--- src/xbar_pkg.sv ---
`default_nettype none

package xbar_pkg;

	// bus widths
	localparam int AXI_AW = 32;
	localparam int AXI_DW = 32;

	typedef logic [AXI_AW-1:0] addr_t;
	typedef logic [AXI_DW-1:0] data_t;
	typedef logic [2:0] prot_t;
	typedef logic [1:0] resp_t;

	// read response codes
	localparam resp_t RESP_OKAY = 2'b00;
	localparam resp_t RESP_INTERCONNECT_ERROR = 2'b11;

endpackage

`default_nettype wire
--- src/rd_req_if.sv ---
`default_nettype none

interface rd_req_if
	import xbar_pkg::*;
#(
	parameter int NS = 2
);
	// decoded read request toward the router
	logic valid;
	addr_t addr;
	prot_t prot;
	// one-hot target with the error target in bit NS
	logic [NS:0] sel;
	// request moves when valid and accept are both high
	logic accept;

	modport requester (
		output valid,
		output addr,
		output prot,
		output sel,
		input accept
	);

	modport router (
		input valid,
		input addr,
		input prot,
		input sel,
		output accept
	);

endinterface

`default_nettype wire

--- src/addr_decoder.sv ---
`default_nettype none

module addr_decoder
	import xbar_pkg::*;
#(
	parameter int NS = 2,
	parameter logic [NS*AXI_AW-1:0] SLAVE_ADDR = {32'h1000_0000, 32'h0000_0000},
	parameter logic [NS*AXI_AW-1:0] SLAVE_MASK = {NS{32'hF000_0000}}
) (
	input wire i_clk,
	input wire i_reset_n,
	input wire i_valid,
	output logic o_ready,
	input wire addr_t i_addr,
	input wire prot_t i_prot,
	rd_req_if.requester req
);
	logic [NS:0] decode;

	// lowest matching base/mask pair wins
	always_comb
	begin
		decode = '0;
		for (int s = 0; s < NS; s++)
		begin
			if (decode == '0
				&& ((i_addr ^ SLAVE_ADDR[s*AXI_AW +: AXI_AW])
				& SLAVE_MASK[s*AXI_AW +: AXI_AW]) == '0)
				decode[s] = 1'b1;
		end
		// no slave claims the address
		if (decode == '0)
			decode[NS] = 1'b1;
	end

	// stall upstream while a decoded request waits for the router
	assign o_ready = !req.valid || req.accept;

	always_ff @(posedge i_clk)
	begin
		if (!i_reset_n)
			req.valid <= 1'b0;
		else if (o_ready)
			req.valid <= i_valid;
	end

	always_ff @(posedge i_clk)
	begin
		if (i_valid && o_ready)
		begin
			req.addr <= i_addr;
			req.prot <= i_prot;
			req.sel <= decode;
		end
	end

	a_sel_onehot: assert property (@(posedge i_clk) disable iff (!i_reset_n)
		req.valid |-> $onehot(req.sel));

endmodule

`default_nettype wire

--- src/ar_router.sv ---
`default_nettype none

module ar_router
	import xbar_pkg::*;
#(
	parameter int NM = 2,
	parameter int NS = 2,
	localparam int IW = (NS > 1) ? $clog2(NS) : 1
) (
	input wire i_clk,
	input wire i_reset_n,
	rd_req_if.router req [NM],
	input wire [NM-1:0] i_empty,
	input wire [NM-1:0] i_full,
	output logic [NM-1:0] o_granted,
	output logic [IW-1:0] o_grant_idx [NM],
	output logic [NM-1:0] o_err_grant,
	output logic [NS-1:0] o_m_arvalid,
	input wire [NS-1:0] i_m_arready,
	output addr_t o_m_araddr [NS],
	output prot_t o_m_arprot [NS],
	input wire [NM-1:0] i_hold_busy,
	output logic [NS-1:0] o_m_rready
);
	localparam int MW = (NM > 1) ? $clog2(NM) : 1;

	logic [NM-1:0] valid;
	logic [NS:0] sel [NM];
	addr_t addr [NM];
	prot_t prot [NM];
	logic [NM-1:0] accept;

	// one-hot grant per master, bit NS is the error target
	logic [NS:0] grant [NM];
	logic [IW-1:0] grant_idx [NM];
	logic [NS:0] grant_nxt [NM];
	logic [IW-1:0] idx_nxt [NM];

	// which master holds each slave
	logic [NM-1:0] holder [NS];
	logic [NS-1:0] slave_busy;
	logic [MW-1:0] owner [NS];
	logic [NS-1:0] ar_load;

	function automatic logic [IW-1:0] slave_index(input logic [NS-1:0] onehot);
		logic [IW-1:0] idx;
		idx = '0;
		for (int s = 0; s < NS; s++)
			if (onehot[s])
				idx = IW'(s);
		return idx;
	endfunction

	for (genvar n = 0; n < NM; n++)
	begin : g_port
		assign valid[n] = req[n].valid;
		assign sel[n] = req[n].sel;
		assign addr[n] = req[n].addr;
		assign prot[n] = req[n].prot;
		assign req[n].accept = accept[n];
		assign o_granted[n] = |grant[n];
		assign o_err_grant[n] = grant[n][NS];
		assign o_grant_idx[n] = grant_idx[n];
	end

	always_comb
	begin
		for (int s = 0; s < NS; s++)
		begin
			owner[s] = '0;
			for (int n = 0; n < NM; n++)
			begin
				holder[s][n] = grant[n][s];
				if (grant[n][s])
					owner[s] = MW'(n);
			end
			slave_busy[s] = |holder[s];
		end
	end

	// lower index masters claim a free slave first
	always_comb
	begin : arbitrate
		logic [NS-1:0] claimed;
		logic stay;
		claimed = '0;
		for (int n = 0; n < NM; n++)
		begin
			grant_nxt[n] = grant[n];
			idx_nxt[n] = grant_idx[n];
			stay = (|grant[n])
				&& (!i_empty[n] || (valid[n] && |(grant[n] & sel[n])));
			if (!stay)
			begin
				if (valid[n] && (sel[n][NS]
					|| |(sel[n][NS-1:0] & ~slave_busy & ~claimed)))
				begin
					grant_nxt[n] = sel[n];
					idx_nxt[n] = slave_index(sel[n][NS-1:0]);
					claimed = claimed | sel[n][NS-1:0];
				end
				else
					grant_nxt[n] = '0;
			end
		end
	end

	always_comb
	begin
		for (int n = 0; n < NM; n++)
		begin
			accept[n] = valid[n] && |(grant[n] & sel[n]) && !i_full[n];
			// error beats go straight into the return path
			if (grant[n][NS])
				accept[n] = accept[n] && !i_hold_busy[n];
			else if (o_m_arvalid[grant_idx[n]] && !i_m_arready[grant_idx[n]])
				accept[n] = 1'b0;
		end
	end

	always_ff @(posedge i_clk)
	begin
		for (int n = 0; n < NM; n++)
		begin
			if (!i_reset_n)
			begin
				grant[n] <= '0;
				grant_idx[n] <= '0;
			end
			else
			begin
				grant[n] <= grant_nxt[n];
				grant_idx[n] <= idx_nxt[n];
			end
		end
	end

	always_comb
	begin
		for (int s = 0; s < NS; s++)
		begin
			ar_load[s] = slave_busy[s] && accept[owner[s]];
			o_m_rready[s] = !(slave_busy[s] && i_hold_busy[owner[s]]);
		end
	end

	always_ff @(posedge i_clk)
	begin
		if (!i_reset_n)
			o_m_arvalid <= '0;
		else
		begin
			for (int s = 0; s < NS; s++)
				if (!o_m_arvalid[s] || i_m_arready[s])
					o_m_arvalid[s] <= ar_load[s];
		end
	end

	always_ff @(posedge i_clk)
	begin
		for (int s = 0; s < NS; s++)
		begin
			if (ar_load[s])
			begin
				o_m_araddr[s] <= addr[owner[s]];
				o_m_arprot[s] <= prot[owner[s]];
			end
		end
	end

	for (genvar s = 0; s < NS; s++)
	begin : g_check
		a_one_owner: assert property (@(posedge i_clk) disable iff (!i_reset_n)
			$onehot0(holder[s]));
	end

endmodule

`default_nettype wire

--- src/axil_read_xbar.sv ---
`default_nettype none

module axil_read_xbar
	import xbar_pkg::*;
#(
	parameter int NM = 2,
	parameter int NS = 2,
	parameter logic [NS*AXI_AW-1:0] SLAVE_ADDR = {32'h1000_0000, 32'h0000_0000},
	parameter logic [NS*AXI_AW-1:0] SLAVE_MASK = {NS{32'hF000_0000}},
	parameter int LGMAXBURST = 3
) (
	input wire S_AXI_ACLK,
	input wire S_AXI_ARESETN,
	// upstream masters
	input wire [NM-1:0] i_s_axi_arvalid,
	output wire [NM-1:0] o_s_axi_arready,
	input wire [NM*AXI_AW-1:0] i_s_axi_araddr,
	input wire [NM*3-1:0] i_s_axi_arprot,
	output wire [NM-1:0] o_s_axi_rvalid,
	input wire [NM-1:0] i_s_axi_rready,
	output wire [NM*AXI_DW-1:0] o_s_axi_rdata,
	output wire [NM*2-1:0] o_s_axi_rresp,
	// downstream slaves
	output wire [NS-1:0] o_m_axi_arvalid,
	input wire [NS-1:0] i_m_axi_arready,
	output wire [NS*AXI_AW-1:0] o_m_axi_araddr,
	output wire [NS*3-1:0] o_m_axi_arprot,
	input wire [NS-1:0] i_m_axi_rvalid,
	output wire [NS-1:0] o_m_axi_rready,
	input wire [NS*AXI_DW-1:0] i_m_axi_rdata,
	input wire [NS*2-1:0] i_m_axi_rresp
);
	localparam int IW = (NS > 1) ? $clog2(NS) : 1;
	localparam int ARW = AXI_AW + $bits(prot_t);

	logic [NM-1:0] empty;
	logic [NM-1:0] full;
	logic [NM-1:0] hold_busy;
	logic [NM-1:0] granted;
	logic [NM-1:0] err_grant;
	logic [IW-1:0] grant_idx [NM];
	addr_t m_araddr [NS];
	prot_t m_arprot [NS];
	data_t m_rdata [NS];
	resp_t m_rresp [NS];

	rd_req_if #(.NS(NS)) req_bus [NM] ();

	for (genvar s = 0; s < NS; s++)
	begin : g_slave
		assign o_m_axi_araddr[s*AXI_AW +: AXI_AW] = m_araddr[s];
		assign o_m_axi_arprot[s*3 +: 3] = m_arprot[s];
		assign m_rdata[s] = i_m_axi_rdata[s*AXI_DW +: AXI_DW];
		assign m_rresp[s] = i_m_axi_rresp[s*2 +: 2];
	end

	for (genvar g = 0; g < NM; g++)
	begin : g_master
		logic skd_valid;
		logic skd_ready;
		logic [ARW-1:0] skd_data;

		skid_buffer #(.WIDTH(ARW)) ar_skid (
			.i_clk(S_AXI_ACLK),
			.i_reset_n(S_AXI_ARESETN),
			.i_valid(i_s_axi_arvalid[g]),
			.o_ready(o_s_axi_arready[g]),
			.i_data({i_s_axi_araddr[g*AXI_AW +: AXI_AW], i_s_axi_arprot[g*3 +: 3]}),
			.o_valid(skd_valid),
			.i_ready(skd_ready),
			.o_data(skd_data)
		);

		addr_decoder #(
			.NS(NS),
			.SLAVE_ADDR(SLAVE_ADDR),
			.SLAVE_MASK(SLAVE_MASK)
		) ar_decode (
			.i_clk(S_AXI_ACLK),
			.i_reset_n(S_AXI_ARESETN),
			.i_valid(skd_valid),
			.o_ready(skd_ready),
			.i_addr(skd_data[ARW-1 -: AXI_AW]),
			.i_prot(skd_data[$bits(prot_t)-1:0]),
			.req(req_bus[g])
		);

		read_return #(.NS(NS), .LGMAXBURST(LGMAXBURST)) r_return (
			.i_clk(S_AXI_ACLK),
			.i_reset_n(S_AXI_ARESETN),
			.i_granted(granted[g]),
			.i_grant_idx(grant_idx[g]),
			.i_err_grant(err_grant[g]),
			.i_req_done(req_bus[g].valid && req_bus[g].accept),
			.i_m_rvalid(i_m_axi_rvalid),
			.i_m_rdata(m_rdata),
			.i_m_rresp(m_rresp),
			.o_s_rvalid(o_s_axi_rvalid[g]),
			.i_s_rready(i_s_axi_rready[g]),
			.o_s_rdata(o_s_axi_rdata[g*AXI_DW +: AXI_DW]),
			.o_s_rresp(o_s_axi_rresp[g*2 +: 2]),
			.o_hold_busy(hold_busy[g]),
			.o_empty(empty[g]),
			.o_full(full[g])
		);
	end

	ar_router #(.NM(NM), .NS(NS)) router (
		.i_clk(S_AXI_ACLK),
		.i_reset_n(S_AXI_ARESETN),
		.req(req_bus),
		.i_empty(empty),
		.i_full(full),
		.o_granted(granted),
		.o_grant_idx(grant_idx),
		.o_err_grant(err_grant),
		.o_m_arvalid(o_m_axi_arvalid),
		.i_m_arready(i_m_axi_arready),
		.o_m_araddr(m_araddr),
		.o_m_arprot(m_arprot),
		.i_hold_busy(hold_busy),
		.o_m_rready(o_m_axi_rready)
	);

endmodule

`default_nettype wire

--- src/read_return.sv ---
`default_nettype none

module read_return
	import xbar_pkg::*;
#(
	parameter int NS = 2,
	parameter int LGMAXBURST = 3,
	localparam int IW = (NS > 1) ? $clog2(NS) : 1
) (
	input wire i_clk,
	input wire i_reset_n,
	input wire i_granted,
	input wire [IW-1:0] i_grant_idx,
	input wire i_err_grant,
	input wire i_req_done,
	input wire [NS-1:0] i_m_rvalid,
	input wire data_t i_m_rdata [NS],
	input wire resp_t i_m_rresp [NS],
	output logic o_s_rvalid,
	input wire i_s_rready,
	output data_t o_s_rdata,
	output resp_t o_s_rresp,
	output logic o_hold_busy,
	output logic o_empty,
	output logic o_full
);
	logic in_valid;
	data_t in_data;
	resp_t in_resp;
	logic stall;
	data_t hold_data;
	resp_t hold_resp;
	logic [LGMAXBURST-1:0] pending;

	// slave beats only count while RREADY is up, i.e. hold is empty
	always_comb
	begin
		if (i_err_grant)
		begin
			in_valid = i_req_done;
			in_data = '0;
			in_resp = RESP_INTERCONNECT_ERROR;
		end
		else
		begin
			in_valid = i_granted && i_m_rvalid[i_grant_idx] && !o_hold_busy;
			in_data = i_m_rdata[i_grant_idx];
			in_resp = i_m_rresp[i_grant_idx];
		end
	end

	assign stall = o_s_rvalid && !i_s_rready;

	always_ff @(posedge i_clk)
	begin
		if (!i_reset_n)
		begin
			o_s_rvalid <= 1'b0;
			o_hold_busy <= 1'b0;
		end
		else if (!stall)
		begin
			o_s_rvalid <= o_hold_busy || in_valid;
			o_hold_busy <= 1'b0;
		end
		else if (in_valid)
			o_hold_busy <= 1'b1;
	end

	// hold drains ahead of any newer beat
	always_ff @(posedge i_clk)
	begin
		if (stall && in_valid)
		begin
			hold_data <= in_data;
			hold_resp <= in_resp;
		end
		if (!stall && o_hold_busy)
		begin
			o_s_rdata <= hold_data;
			o_s_rresp <= hold_resp;
		end
		else if (!stall && in_valid)
		begin
			o_s_rdata <= in_data;
			o_s_rresp <= in_resp;
		end
	end

	// accepted requests minus delivered beats
	always_ff @(posedge i_clk)
	begin
		if (!i_reset_n)
			pending <= '0;
		else
		begin
			case ({i_req_done, o_s_rvalid && i_s_rready})
			2'b10: pending <= pending + 1'b1;
			2'b01: pending <= pending - 1'b1;
			default: pending <= pending;
			endcase
		end
	end

	assign o_empty = (pending == '0);
	assign o_full = &pending;

	a_r_stable: assert property (@(posedge i_clk) disable iff (!i_reset_n)
		stall |=> o_s_rvalid && $stable(o_s_rdata) && $stable(o_s_rresp));

endmodule

`default_nettype wire

--- src/skid_buffer.sv ---
`default_nettype none

module skid_buffer #(
	parameter int WIDTH = 8
) (
	input wire i_clk,
	input wire i_reset_n,
	input wire i_valid,
	output logic o_ready,
	input wire [WIDTH-1:0] i_data,
	output logic o_valid,
	input wire i_ready,
	output logic [WIDTH-1:0] o_data
);
	logic r_valid;
	logic [WIDTH-1:0] r_data;

	// park one item when the consumer stalls
	always_ff @(posedge i_clk)
	begin
		if (!i_reset_n)
			r_valid <= 1'b0;
		else if (i_valid && o_ready && !i_ready)
			r_valid <= 1'b1;
		else if (i_ready)
			r_valid <= 1'b0;
	end

	always_ff @(posedge i_clk)
	begin
		if (i_valid && o_ready)
			r_data <= i_data;
	end

	// ready comes straight from a flop
	assign o_ready = !r_valid;

	// empty buffer passes data through
	assign o_valid = i_valid || r_valid;
	assign o_data = r_valid ? r_data : i_data;

	a_hold_data: assert property (@(posedge i_clk) disable iff (!i_reset_n)
		o_valid && !i_ready |=> $stable(o_data));

endmodule

`default_nettype wire

--- config.mk ---
export PLATFORM = sky130hd
export DESIGN_NAME = axil_read_xbar
export DESIGN_NICKNAME = d
export VERILOG_FILES = /design/src/xbar_pkg.sv /design/src/rd_req_if.sv /design/src/addr_decoder.sv /design/src/ar_router.sv /design/src/axil_read_xbar.sv /design/src/read_return.sv /design/src/skid_buffer.sv
export SDC_FILE = /design/constraint.sdc
export NUM_CORES = 1
export LEC_CHECK = 0
export BUFFER_PORTS_ARGS = -buffer_cell sky130_fd_sc_hd__buf_2
export CORE_MARGIN = 4
export CORE_UTILIZATION = 40
export DETAILED_ROUTE_END_ITERATION = 7
export GPL_TIMING_DRIVEN = 0
export HOLD_SLACK_MARGIN = 0.06
export PLACE_DENSITY = 0.67
export SLEW_MARGIN = 0
export SYNTH_ARGS = -nofsm -noshare
export SYNTH_HDL_FRONTEND = slang
export SYNTH_SLANG_ARGS = --single-unit
--- constraint.sdc ---
create_clock -name S_AXI_ACLK -period 11.83 [get_ports S_AXI_ACLK]
set_clock_uncertainty 0.1 [all_clocks]
set_input_delay 1.183 -clock S_AXI_ACLK [delete_from_list [all_inputs] [get_ports S_AXI_ACLK]]
set_output_delay 1.183 -clock S_AXI_ACLK [all_outputs]
set_load 0.1 [all_outputs]
==> results of run 1 <==
[stage by stage]
stage                     power [mW]  worst slack (ns)
after floorplan                1.798             7.061
after global placement         1.891             4.105
after detailed placement       1.909             8.021
after CTS                      3.231             7.773
after global routing           3.304             7.747
final                          3.191             7.870
[power groups by stage]
stage	logic, mW	clock network (mW)	registers (mW)
2_1_floorplan	0.152	0	1.65
3_3_place_gp	0.312	0	1.58
3_5_place_dp	0.332	0	1.58
4_1_cts	0.334	1.35	1.55
5_1_grt	0.354	1.40	1.55
6_report	0.329	1.31	1.55
[registers in the layout (all words and copies together), names as in the netlist]
name	count
g_master.r_return.o_s_rdata	64
g_master.ar_decode.req.prot	6
g_master.r_return.hold_resp	4
g_master.r_return.o_s_rresp	4
router.grant_idx	2
g_master.ar_decode.req.valid	2
g_master.ar_skid.r_valid	2
g_master.ar_skid.r_data	70
router.o_m_arprot	6
g_master.r_return.pending	6
g_master.r_return.hold_data	64
g_master.ar_decode.req.sel	6
router.grant	6
g_master.ar_decode.req.addr	64
g_master.r_return.o_hold_busy	2
router.o_m_arvalid	2
router.o_m_araddr	64
g_master.r_return.o_s_rvalid	2
[area by class of cell]
class	instances	area, um^2
Fill cell	3216	18590
Inverter	16	60.06
Sequential cell	376	11060
Tap cell	511	639.4
Buffer	46	209.0
Multi-Input combinational cell	477	4177
Timing Repair Buffer	304	1732
Antenna cell	1	2.502
Clock buffer	49	1099
Clock inverter	22	277.8
[worst max-delay path, delay by kind of cell, from the launching register on]
kind | cells | cell delay [ns]
AOI/OAI and AO/OA | 1 | 0.14
and+or+nand+nor | 1 | 0.11
buffers and inverters | 4 | 1.57
DFF | 1 | 0.30
[routing by layer]
metal | vias to the layer above | track usage | routed length (um)
li1 | 4188 | - | -
met1 | 4519 | 0.2188 | 15240
met2 | 357 | 0.2979 | 18400
met3 | 85 | 0.06046 | 3572
met4 | 18 | 0.05671 | 1025
met5 | - | 0 | 126
[synth_stat cells, types with 3 or more instances]
library cell,instances
edfxtp_1,353
mux2_2,208
nor2_1,88
mux2i_1,71
clkbuf_1,23
dfxtp_1,23
a21oi_1,19
nand2_1,19
inv_1,15
buf_2,11
nor3_1,9
o21ai_0,8
buf_1,7
nor2b_1,6
and2_1,5
a211oi_1,4
buf_4,4
or3_1,4
xor2_1,3
[cell families after synthesis]
| group | count (synthesis) | share of synthesized area |
|---|---|---|
| flops | 376 | 0.7178 |
| mux | 279 | 0.1981 |
| simple gates | 138 | 0.03792 |
| buf+inv | 62 | 0.01746 |
| compound gates | 52 | 0.02217 |
| xor+xnor | 4 | 0.002274 |
| fa+ha+maj | 4 | 0.004222 |
[final timing paths]
check | startpoint | endpoint | slack (ns) | cells after the start
setup / recovery | router.grant[1][0]$_SDFFE_PN0N_ | o_m_axi_rready[0] | 7.87 | 6
setup reg to reg | g_master[0].ar_decode.req.sel[0]$_DFFE_PP_ | g_master[0].r_return.pending[2]$_SDFFE_PN0P_ | 8.73 | 9
hold / removal | g_master[1].r_return.pending[2]$_SDFFE_PN0P_ | g_master[1].r_return.pending[2]$_SDFFE_PN0P_ | 0.43 | 2
hold reg to reg | g_master[1].r_return.pending[2]$_SDFFE_PN0P_ | g_master[1].r_return.pending[2]$_SDFFE_PN0P_ | 0.43 | 2
==> impl_metrics.py, run 1 <==
metrics = {
    "critical_path": {
        "cp_max_fo": 10,
        "start_kind": "flop",
        "max_stage_delay_ns": 0.62,
        "slowest_stage": "buf_1",
        "cp_common_cell": "buf_2",
        "crit_type": "reg -> out",
        "end_kind": "output port",
        "path_cells": "buf_2 > buf_2 > buf_1 > nor2_1 > a21oi_1 > buf_2",
        "crit_arrival_ns": 2.68,
        "required_ns": 10.55,
    },
    "clock_tree": {
        "cts_resized": 0,
        "cts_buffer_depth": 3,
        "numCtsBuffers": 41,
        "cts_num_sinks": 376,
        "clk_latency_ns": 0.55,
        "cts-root-buf": "clkbuf_16",
        "path_clk_slew_ns": 0.06,
        "cts_tree": "built",
        "cts_setup_buffers": 0,
        "h-tree-depth": 2,
        "hold_buffers": 0,
    },
    "yosys": {
        "netlist-cell-type-count": 43,
        "yosysTopAreaCellShare": 0.6879,
        "synth-seq-area-share": 0.7178,
        "ys_dominant_reg_cell": "edfxtp_1",
        "async_reset_ff_frac": 0,
        "syn_inst": 915,
        "synth_nets": 1067,
        "synth-edff-count": 353,
        "synth_largest_area_cell": "edfxtp_1",
        "syn_avg_cell_area_um2": 16.84,
        "yosys_warnings": 0,
        "mappedNetlistArea_mm2": 0.01541,
        "synthTopCellsByArea": "edfxtp_1 69%, mux2_2 15%, mux2i_1 4.6%, dfxtp_1 3.0%, nor2_1 2.1%",
        "synth-seq-cells": 376,
    },
    "place": {
        "place_area_mm2": 0.01788,
        "hpwl_um": 27060,
        "post-place-cells": 1730,
        "port_buffers": 293,
        "gp_congestion": 0.8032,
    },
    "cells_and_area": {
        "fin_nets": 1414,
        "final_common_cell": "edfxtp_1",
        "fin_util": 0.5088,
        "layout_common_cells": "353 x edfxtp_1, 304 x buf_2, 208 x mux2_2, 86 x nor2_1, 71 x mux2i_1",
        "final_cells": 1802,
        "area_growth_pct": 24.97,
        "fin_area_mm2": 0.01926,
        "layout-drive-gt1-share": 0.4651,
    },
    "sta": {
        "timing.slew.headroom": 0.3621,
        "tightestPinTransition_ns": 0.9533,
        "finalSetupViolations": 0,
        "tns_ns": 0,
        "whs_ns": 0.4269,
        "drv_slew": 0,
        "fmax_ghz": 0.2525,
        "period_needed_ns": 3.960,
        "min_period_over_period": 0.3348,
        "hold_viol_final": 0,
        "rsz0062_at_grt": "false",
    },
    "flow_run": {
        "drv_cap": 0,
    },
    "drt": {
        "ant_nets": 0,
        "via_count": 9167,
        "drt-initial-drc-count": 559,
        "drc_errors": 0,
        "wl_per_cell_um": 21.29,
        "wirelength_um": 38370,
        "viasPerCell": 5.087,
        "firstDrtPassIters": 5,
    },
    "worst_hold_path": {
        "min_path_type": "reg -> reg",
    },
    "die": {
        "core_mm2": 0.03784,
        "fp-row-count": 71,
        "io_pins": 294,
        "design.die.area_mm2": 0.04173,
        "chipHeight_um": 204.3,
        "die_w_um": 204.3,
        "start_util": 0.4072,
    },
    "grt": {
        "track_usage": 0.1781,
        "grt_pass1_wl_um": 56190,
        "grt_max_degree": 29,
        "antenna_found_initial": 10,
        "grt_pass1_vias": 9501,
        "globalRouteOverflowTotal": 0,
    },
    "power_and_ir_drop": {
        "power.density_mw_per_mm2": 165.7,
        "p_switching_mw": 0.7471,
        "share_seq_of_total_power": 0.485,
        "power_frac_comb": 0.103,
        "p_clk_frac": 0.411,
        "leakage_nw": 7.038,
        "intPower_mw": 2.444,
        "switching_share": 0.2341,
        "ir_drop_uv": 126.2,
    },
    "outcome": {
        "status": "complete, no violations",
    },
}
(Power assumes the default switching activity.)
==> inputs of run 2 (changes only) <==
Settings changed: PLACE_DENSITY 0.67 to 0.69.
Clock period 11.83 ns to 3.25 ns, I/O delays scaled along.
==> impl_metrics.py, run 2 (same netlist as run 1, synthesis figures left out) <==
metrics = {
    "outcome": {
        "status": "complete, no violations",
    },
    "cells_and_area": {
        "layout_common_cells": "353 x edfxtp_1, 304 x buf_2, 208 x mux2_2, 119 x dlygate4sd3_1, 86 x nor2_1",
        "fin_area_mm2": 0.02038,
        "largest_register_ffs": 70,
        "area_growth_pct": 32.29,
        "final_common_cell": "edfxtp_1",
        "fin_nets": 1533,
        "layout-drive-gt1-share": 0.4260,
        "largest-register": "g_master.ar_skid.r_data",
    },
    "clock_tree": {
        "cts_num_sinks": 376,
        "numCtsBuffers": 41,
        "clk_latency_ns": 0.56,
        "cts_setup_buffers": 0,
        "h-tree-depth": 2,
        "cts_tree": "built",
        "cts-root-buf": "clkbuf_16",
        "path_clk_slew_ns": 0.06,
        "cts_buffer_depth": 3,
    },
    "critical_path": {
        "crit_type": "reg -> reg",
        "crit_arrival_ns": 3.39,
        "path_cells": "buf_2 > a222oi_1 > a311oi_1 > o21ai_1 > ha_1 > fa_1 > xnor2_1 > or3_1 > a21oi_1",
        "slowest_stage": "fa_1",
        "end_kind": "flop",
        "max_stage_delay_ns": 0.44,
        "required_ns": 3.63,
        "cp_max_fo": 7,
        "start_kind": "flop",
    },
    "power_and_ir_drop": {
        "ir_drop_uv": 518.8,
        "power.density_mw_per_mm2": 561.6,
        "leakage_nw": 7.492,
        "total_power_mw": 11.45,
    },
    "grt": {
        "grt_pass1_vias": 10390,
        "met1_usage": 0.2223,
        "grt_max_degree": 27,
        "use_met3": 0.06474,
        "track_usage": 0.1856,
        "antenna_found_initial": 6,
        "met2_usage": 0.3146,
        "grt_pass1_wl_um": 59780,
        "globalRouteOverflowTotal": 0,
        "top_usage_layer": "met2",
    },
    "place": {
        "gp_congestion": 0.8020,
        "port_buffers": 293,
        "place_area_mm2": 0.01790,
        "hpwl_um": 26910,
    },
    "drt": {
        "via_count": 9567,
        "wl_per_cell_um": 20.37,
        "ant_nets": 0,
        "drc_errors": 0,
        "drt-initial-drc-count": 525,
        "wirelength_um": 39260,
        "viasPerCell": 4.962,
        "firstDrtPassIters": 5,
    },
    "worst_hold_path": {
        "min_path_type": "in -> reg",
    },
    "sta": {
        "whs_ns": 0.08645,
        "period_needed_ns": 3.008,
        "tightestPinTransition_ns": 0.9381,
        "tns_ns": 0,
        "drv_slew": 0,
        "min_period_over_period": 0.9255,
        "fmax_ghz": 0.3325,
        "hold_viol_final": 0,
        "finalSetupViolations": 0,
        "timing.slew.headroom": 0.3723,
        "rsz0062_at_grt": "false",
    },
    "flow_run": {
        "drv_cap": 0,
    },
    "die": {
        "core_mm2": 0.03784,
        "start_util": 0.4072,
        "design.die.area_mm2": 0.04173,
        "die_w_um": 204.3,
        "io_pins": 294,
        "chipHeight_um": 204.3,
        "fp-row-count": 71,
    },
}
==> run 2: changes by cell type in the layout (fill, tap and decap cells not counted), sizes merged <==
cell         before  now
clkbuf           72   73
dlygate4sd3       0  119
clkinv           13   18
clkinvlp          0    4
diode             1    4
bufinv            6    2
inv              19   17
==> run 2: critical path: cells and delay by family (launching register included) <==
kind | cells | cell delay, ns
AO/OA/AOI/OAI | 4 | 1.08
adder cells (fa/ha/maj) | 2 | 0.81
flip-flops | 1 | 0.30
AND/OR/NAND/NOR | 1 | 0.30
buffers and inverters | 1 | 0.19
XOR/XNOR | 1 | 0.15
==> run 2: final timing paths <==
path	startpoint	end	slack [ns]	depth (start not counted)
worst min-delay path	i_m_axi_rdata[10]	g_master[1].r_return.hold_data[10]$_DFFE_PP_	0.09	3
worst max-delay path	router.grant[1][1]$_SDFFE_PN0N_	g_master[1].r_return.pending[2]$_SDFFE_PN0P_	0.24	9
worst max register to register	router.grant[1][1]$_SDFFE_PN0N_	g_master[1].r_return.pending[2]$_SDFFE_PN0P_	0.24	9
worst min register to register	g_master[0].r_return.pending[2]$_SDFFE_PN0P_	g_master[0].r_return.pending[2]$_SDFFE_PN0P_	0.41	2
==> run 2: metal layers <==
metal / vias up / share of wire
li1: 4436 / -
met1: 4676 / 0.39
met2: 386 / 0.49
met3: 65 / 0.098
met4: 4 / 0.026
met5: - / 0.00061
==> run 2: timing repair <==
item	in CTS	in global routing
resized for setup	0	2
hold endpoints to repair	179	0
endpoints found under the setup margin	1	1
hold buffers	119	0
==> run 2: stage by stage <==
stage | utilization | instances | setup WS [ns]
floorplan | - | 915 | -0.2762
global placement | 0.4632 | 1719 | -2.109
detailed placement | 0.4729 | 1731 | 0.06302
CTS | 0.5383 | 1924 | 0.1079
global route | 0.5386 | 1927 | 0.008709
finish | 0.5386 | 1928 | 0.2421
==> run 2: area by class of cell <==
class / count / area [um^2]
multi-input cells: 477 / 4177
fillers: 3063 / 17460
plain buffers: 45 / 206.4
well taps: 511 / 639.4
clock inverters: 25 / 206.4
diodes: 4 / 10.01
inverters: 16 / 60.06
flip-flops and latches: 376 / 11060
repair buffers: 424 / 2943
clock buffers: 50 / 1081
==> run 2: where the power goes <==
part / total [mW] / switching, mW / internal [mW] / leakage, nW
registers: 5.64 / 0.0709 / 5.57 / 3.47
clock network: 4.49 / 1.93 / 2.55 / 0.623
logic: 1.32 / 0.791 / 0.533 / 3.40
total: 11.4 / 2.80 / 8.65 / 7.49
==> inputs of run 3 (changes only) <==
Settings changed: CORE_ASPECT_RATIO from default to 1.2.
==> impl_metrics.py, run 3 (same netlist as run 1, synthesis figures left out) <==
metrics = {
    "place": {
        "gp_congestion": 0.8506,
        "pre_cts_slack_ns": 0.1730,
        "hpwl_um": 29220,
        "port_buffers": 293,
        "post-place-cells": 1699,
    },
    "clock_tree": {
        "cts_buffer_depth": 3,
        "numCtsBuffers": 38,
        "path_clk_slew_ns": 0.06,
        "clk_latency_ns": 0.56,
        "cts_tree": "built",
        "cts_num_sinks": 376,
        "h-tree-depth": 2,
        "cts-root-buf": "clkbuf_16",
    },
    "critical_path": {
        "slowest_stage": "a21oi_4",
        "required_ns": 3.39,
        "cp_common_cell": "clkbuf_1",
        "max_stage_delay_ns": 0.65,
        "crit_arrival_ns": 3.16,
        "path_cells": "clkbuf_1 > clkbuf_1 > nor2_1 > a21oi_4 > buf_12",
        "cp_max_fo": 21,
        "start_kind": "flop",
        "end_kind": "flop",
        "crit_type": "reg -> reg",
    },
    "cells_and_area": {
        "fin_util": 0.5225,
        "layout_common_cells": "353 x edfxtp_1, 304 x buf_2, 208 x mux2_2, 86 x nor2_1, 83 x dlygate4sd3_1",
        "layout-drive-gt1-share": 0.4324,
        "final_common_cell": "edfxtp_1",
        "area_growth_pct": 28.75,
        "largest-register": "g_master.ar_skid.r_data",
        "fin_nets": 1494,
        "final_cells": 1852,
        "largest_register_ffs": 70,
    },
    "sta": {
        "hold_viol_final": 0,
        "drv_slew": 0,
        "fmax_ghz": 0.3308,
        "whs_ns": 0.08679,
        "min_period_over_period": 0.9302,
        "period_needed_ns": 3.023,
        "fin_ws_ns": 0.2268,
        "rsz0062_at_grt": "false",
        "tightestPinTransition_ns": 0.9829,
        "finalSetupViolations": 0,
        "timing.slew.headroom": 0.3432,
    },
    "power_and_ir_drop": {
        "power.density_mw_per_mm2": 562.0,
        "power_frac_comb": 0.116,
        "leakage_nw": 7.276,
        "p_switching_mw": 2.751,
        "intPower_mw": 8.398,
        "switching_share": 0.2468,
        "p_clk_frac": 0.378,
        "share_seq_of_total_power": 0.506,
        "total_power_mw": 11.15,
        "ir_drop_uv": 489.1,
    },
    "grt": {
        "grt_max_degree": 35,
        "track_usage": 0.1911,
        "antenna_found_initial": 12,
        "grt_pass1_vias": 10180,
        "grt_pass1_wl_um": 61300,
        "globalRouteOverflowTotal": 0,
    },
    "drt": {
        "wirelength_um": 40620,
        "ant_nets": 0,
        "via_count": 9563,
        "viasPerCell": 5.164,
        "drt-initial-drc-count": 565,
        "wl_per_cell_um": 21.93,
        "drc_errors": 0,
        "firstDrtPassIters": 5,
    },
    "die": {
        "die_w_um": 187.2,
        "design.die.area_mm2": 0.04174,
        "start_util": 0.4059,
        "chipHeight_um": 223,
        "core_mm2": 0.03796,
        "fp-row-count": 78,
        "io_pins": 294,
    },
    "worst_hold_path": {
        "min_path_type": "in -> reg",
    },
    "flow_run": {
        "drv_cap": 0,
    },
    "outcome": {
        "status": "complete, no violations",
    },
}
run 3: power by group through the flow:
stage	sequential, mW	combinational (mW)	clock [mW]
2_1_floorplan	5.99	0.556	0
3_3_place_gp	5.74	1.16	0
3_5_place_dp	5.74	1.21	0
4_1_cts	5.64	1.30	4.31
5_1_grt	5.65	1.38	4.52
6_report	5.64	1.30	4.21
run 3: final cells by class:
cell class / count / area (um^2)
Clock inverter: 21 / 195.2
Sequential cell: 376 / 11060
Timing Repair Buffer: 388 / 2547
Tap cell: 480 / 600.6
Multi-Input combinational cell: 477 / 4180
Clock buffer: 46 / 980.9
Inverter: 16 / 60.06
Fill cell: 3070 / 18130
Antenna cell: 3 / 7.507
Buffer: 45 / 205.2
run 3: critical path, delay by kind of cell (launching register included):
family / cells / cell delay [ns]
AOI/OAI and AO/OA: 1 / 0.65
buffers and inverters: 3 / 1.36
DFF: 1 / 0.35
and+or+nand+nor: 1 / 0.22
run 3: path summary, 6_finish.rpt:
kind	start	to	slack, ns	cells after the start
worst min-delay path	i_m_axi_rresp[0]	g_master[0].r_return.hold_resp[0]$_DFFE_PP_	0.09	3
worst min register to register	g_master[1].r_return.pending[2]$_SDFFE_PN0P_	g_master[1].r_return.pending[2]$_SDFFE_PN0P_	0.42	2
worst max register to register	g_master[1].ar_skid.r_valid$_SDFFE_PN0P_	g_master[1].ar_decode.req.addr[24]$_DFFE_PP_	0.23	5
worst max-delay path	g_master[1].ar_skid.r_valid$_SDFFE_PN0P_	g_master[1].ar_decode.req.addr[24]$_DFFE_PP_	0.23	5
run 3: layer usage:
layer | global-route usage | share of wire
met1 | 0.2213 | 0.38
met2 | 0.3369 | 0.50
met3 | 0.06228 | 0.087
met4 | 0.06108 | 0.029
met5 | 0 | 0.0023
run 3: what timing repair did:
item / in CTS / in global routing
resized for setup: 0 / 1
hold buffers: 83 / 0
setup buffers: 0 / 1
endpoints found under the setup margin: 0 / 3
hold endpoints to repair: 155 / 0
run 3: stage by stage:
| stage | area (um^2) | setup TNS (ns) |
|---|---|---|
| 2_1_floorplan | 15420 | -19.52 |
| 3_3_place_gp | 17490 | -325.64 |
| 3_5_place_dp | 17820 | 0 |
| 4_1_cts | 19820 | 0 |
| 5_1_grt | 19830 | 0 |
| 6_report | 19840 | 0 |
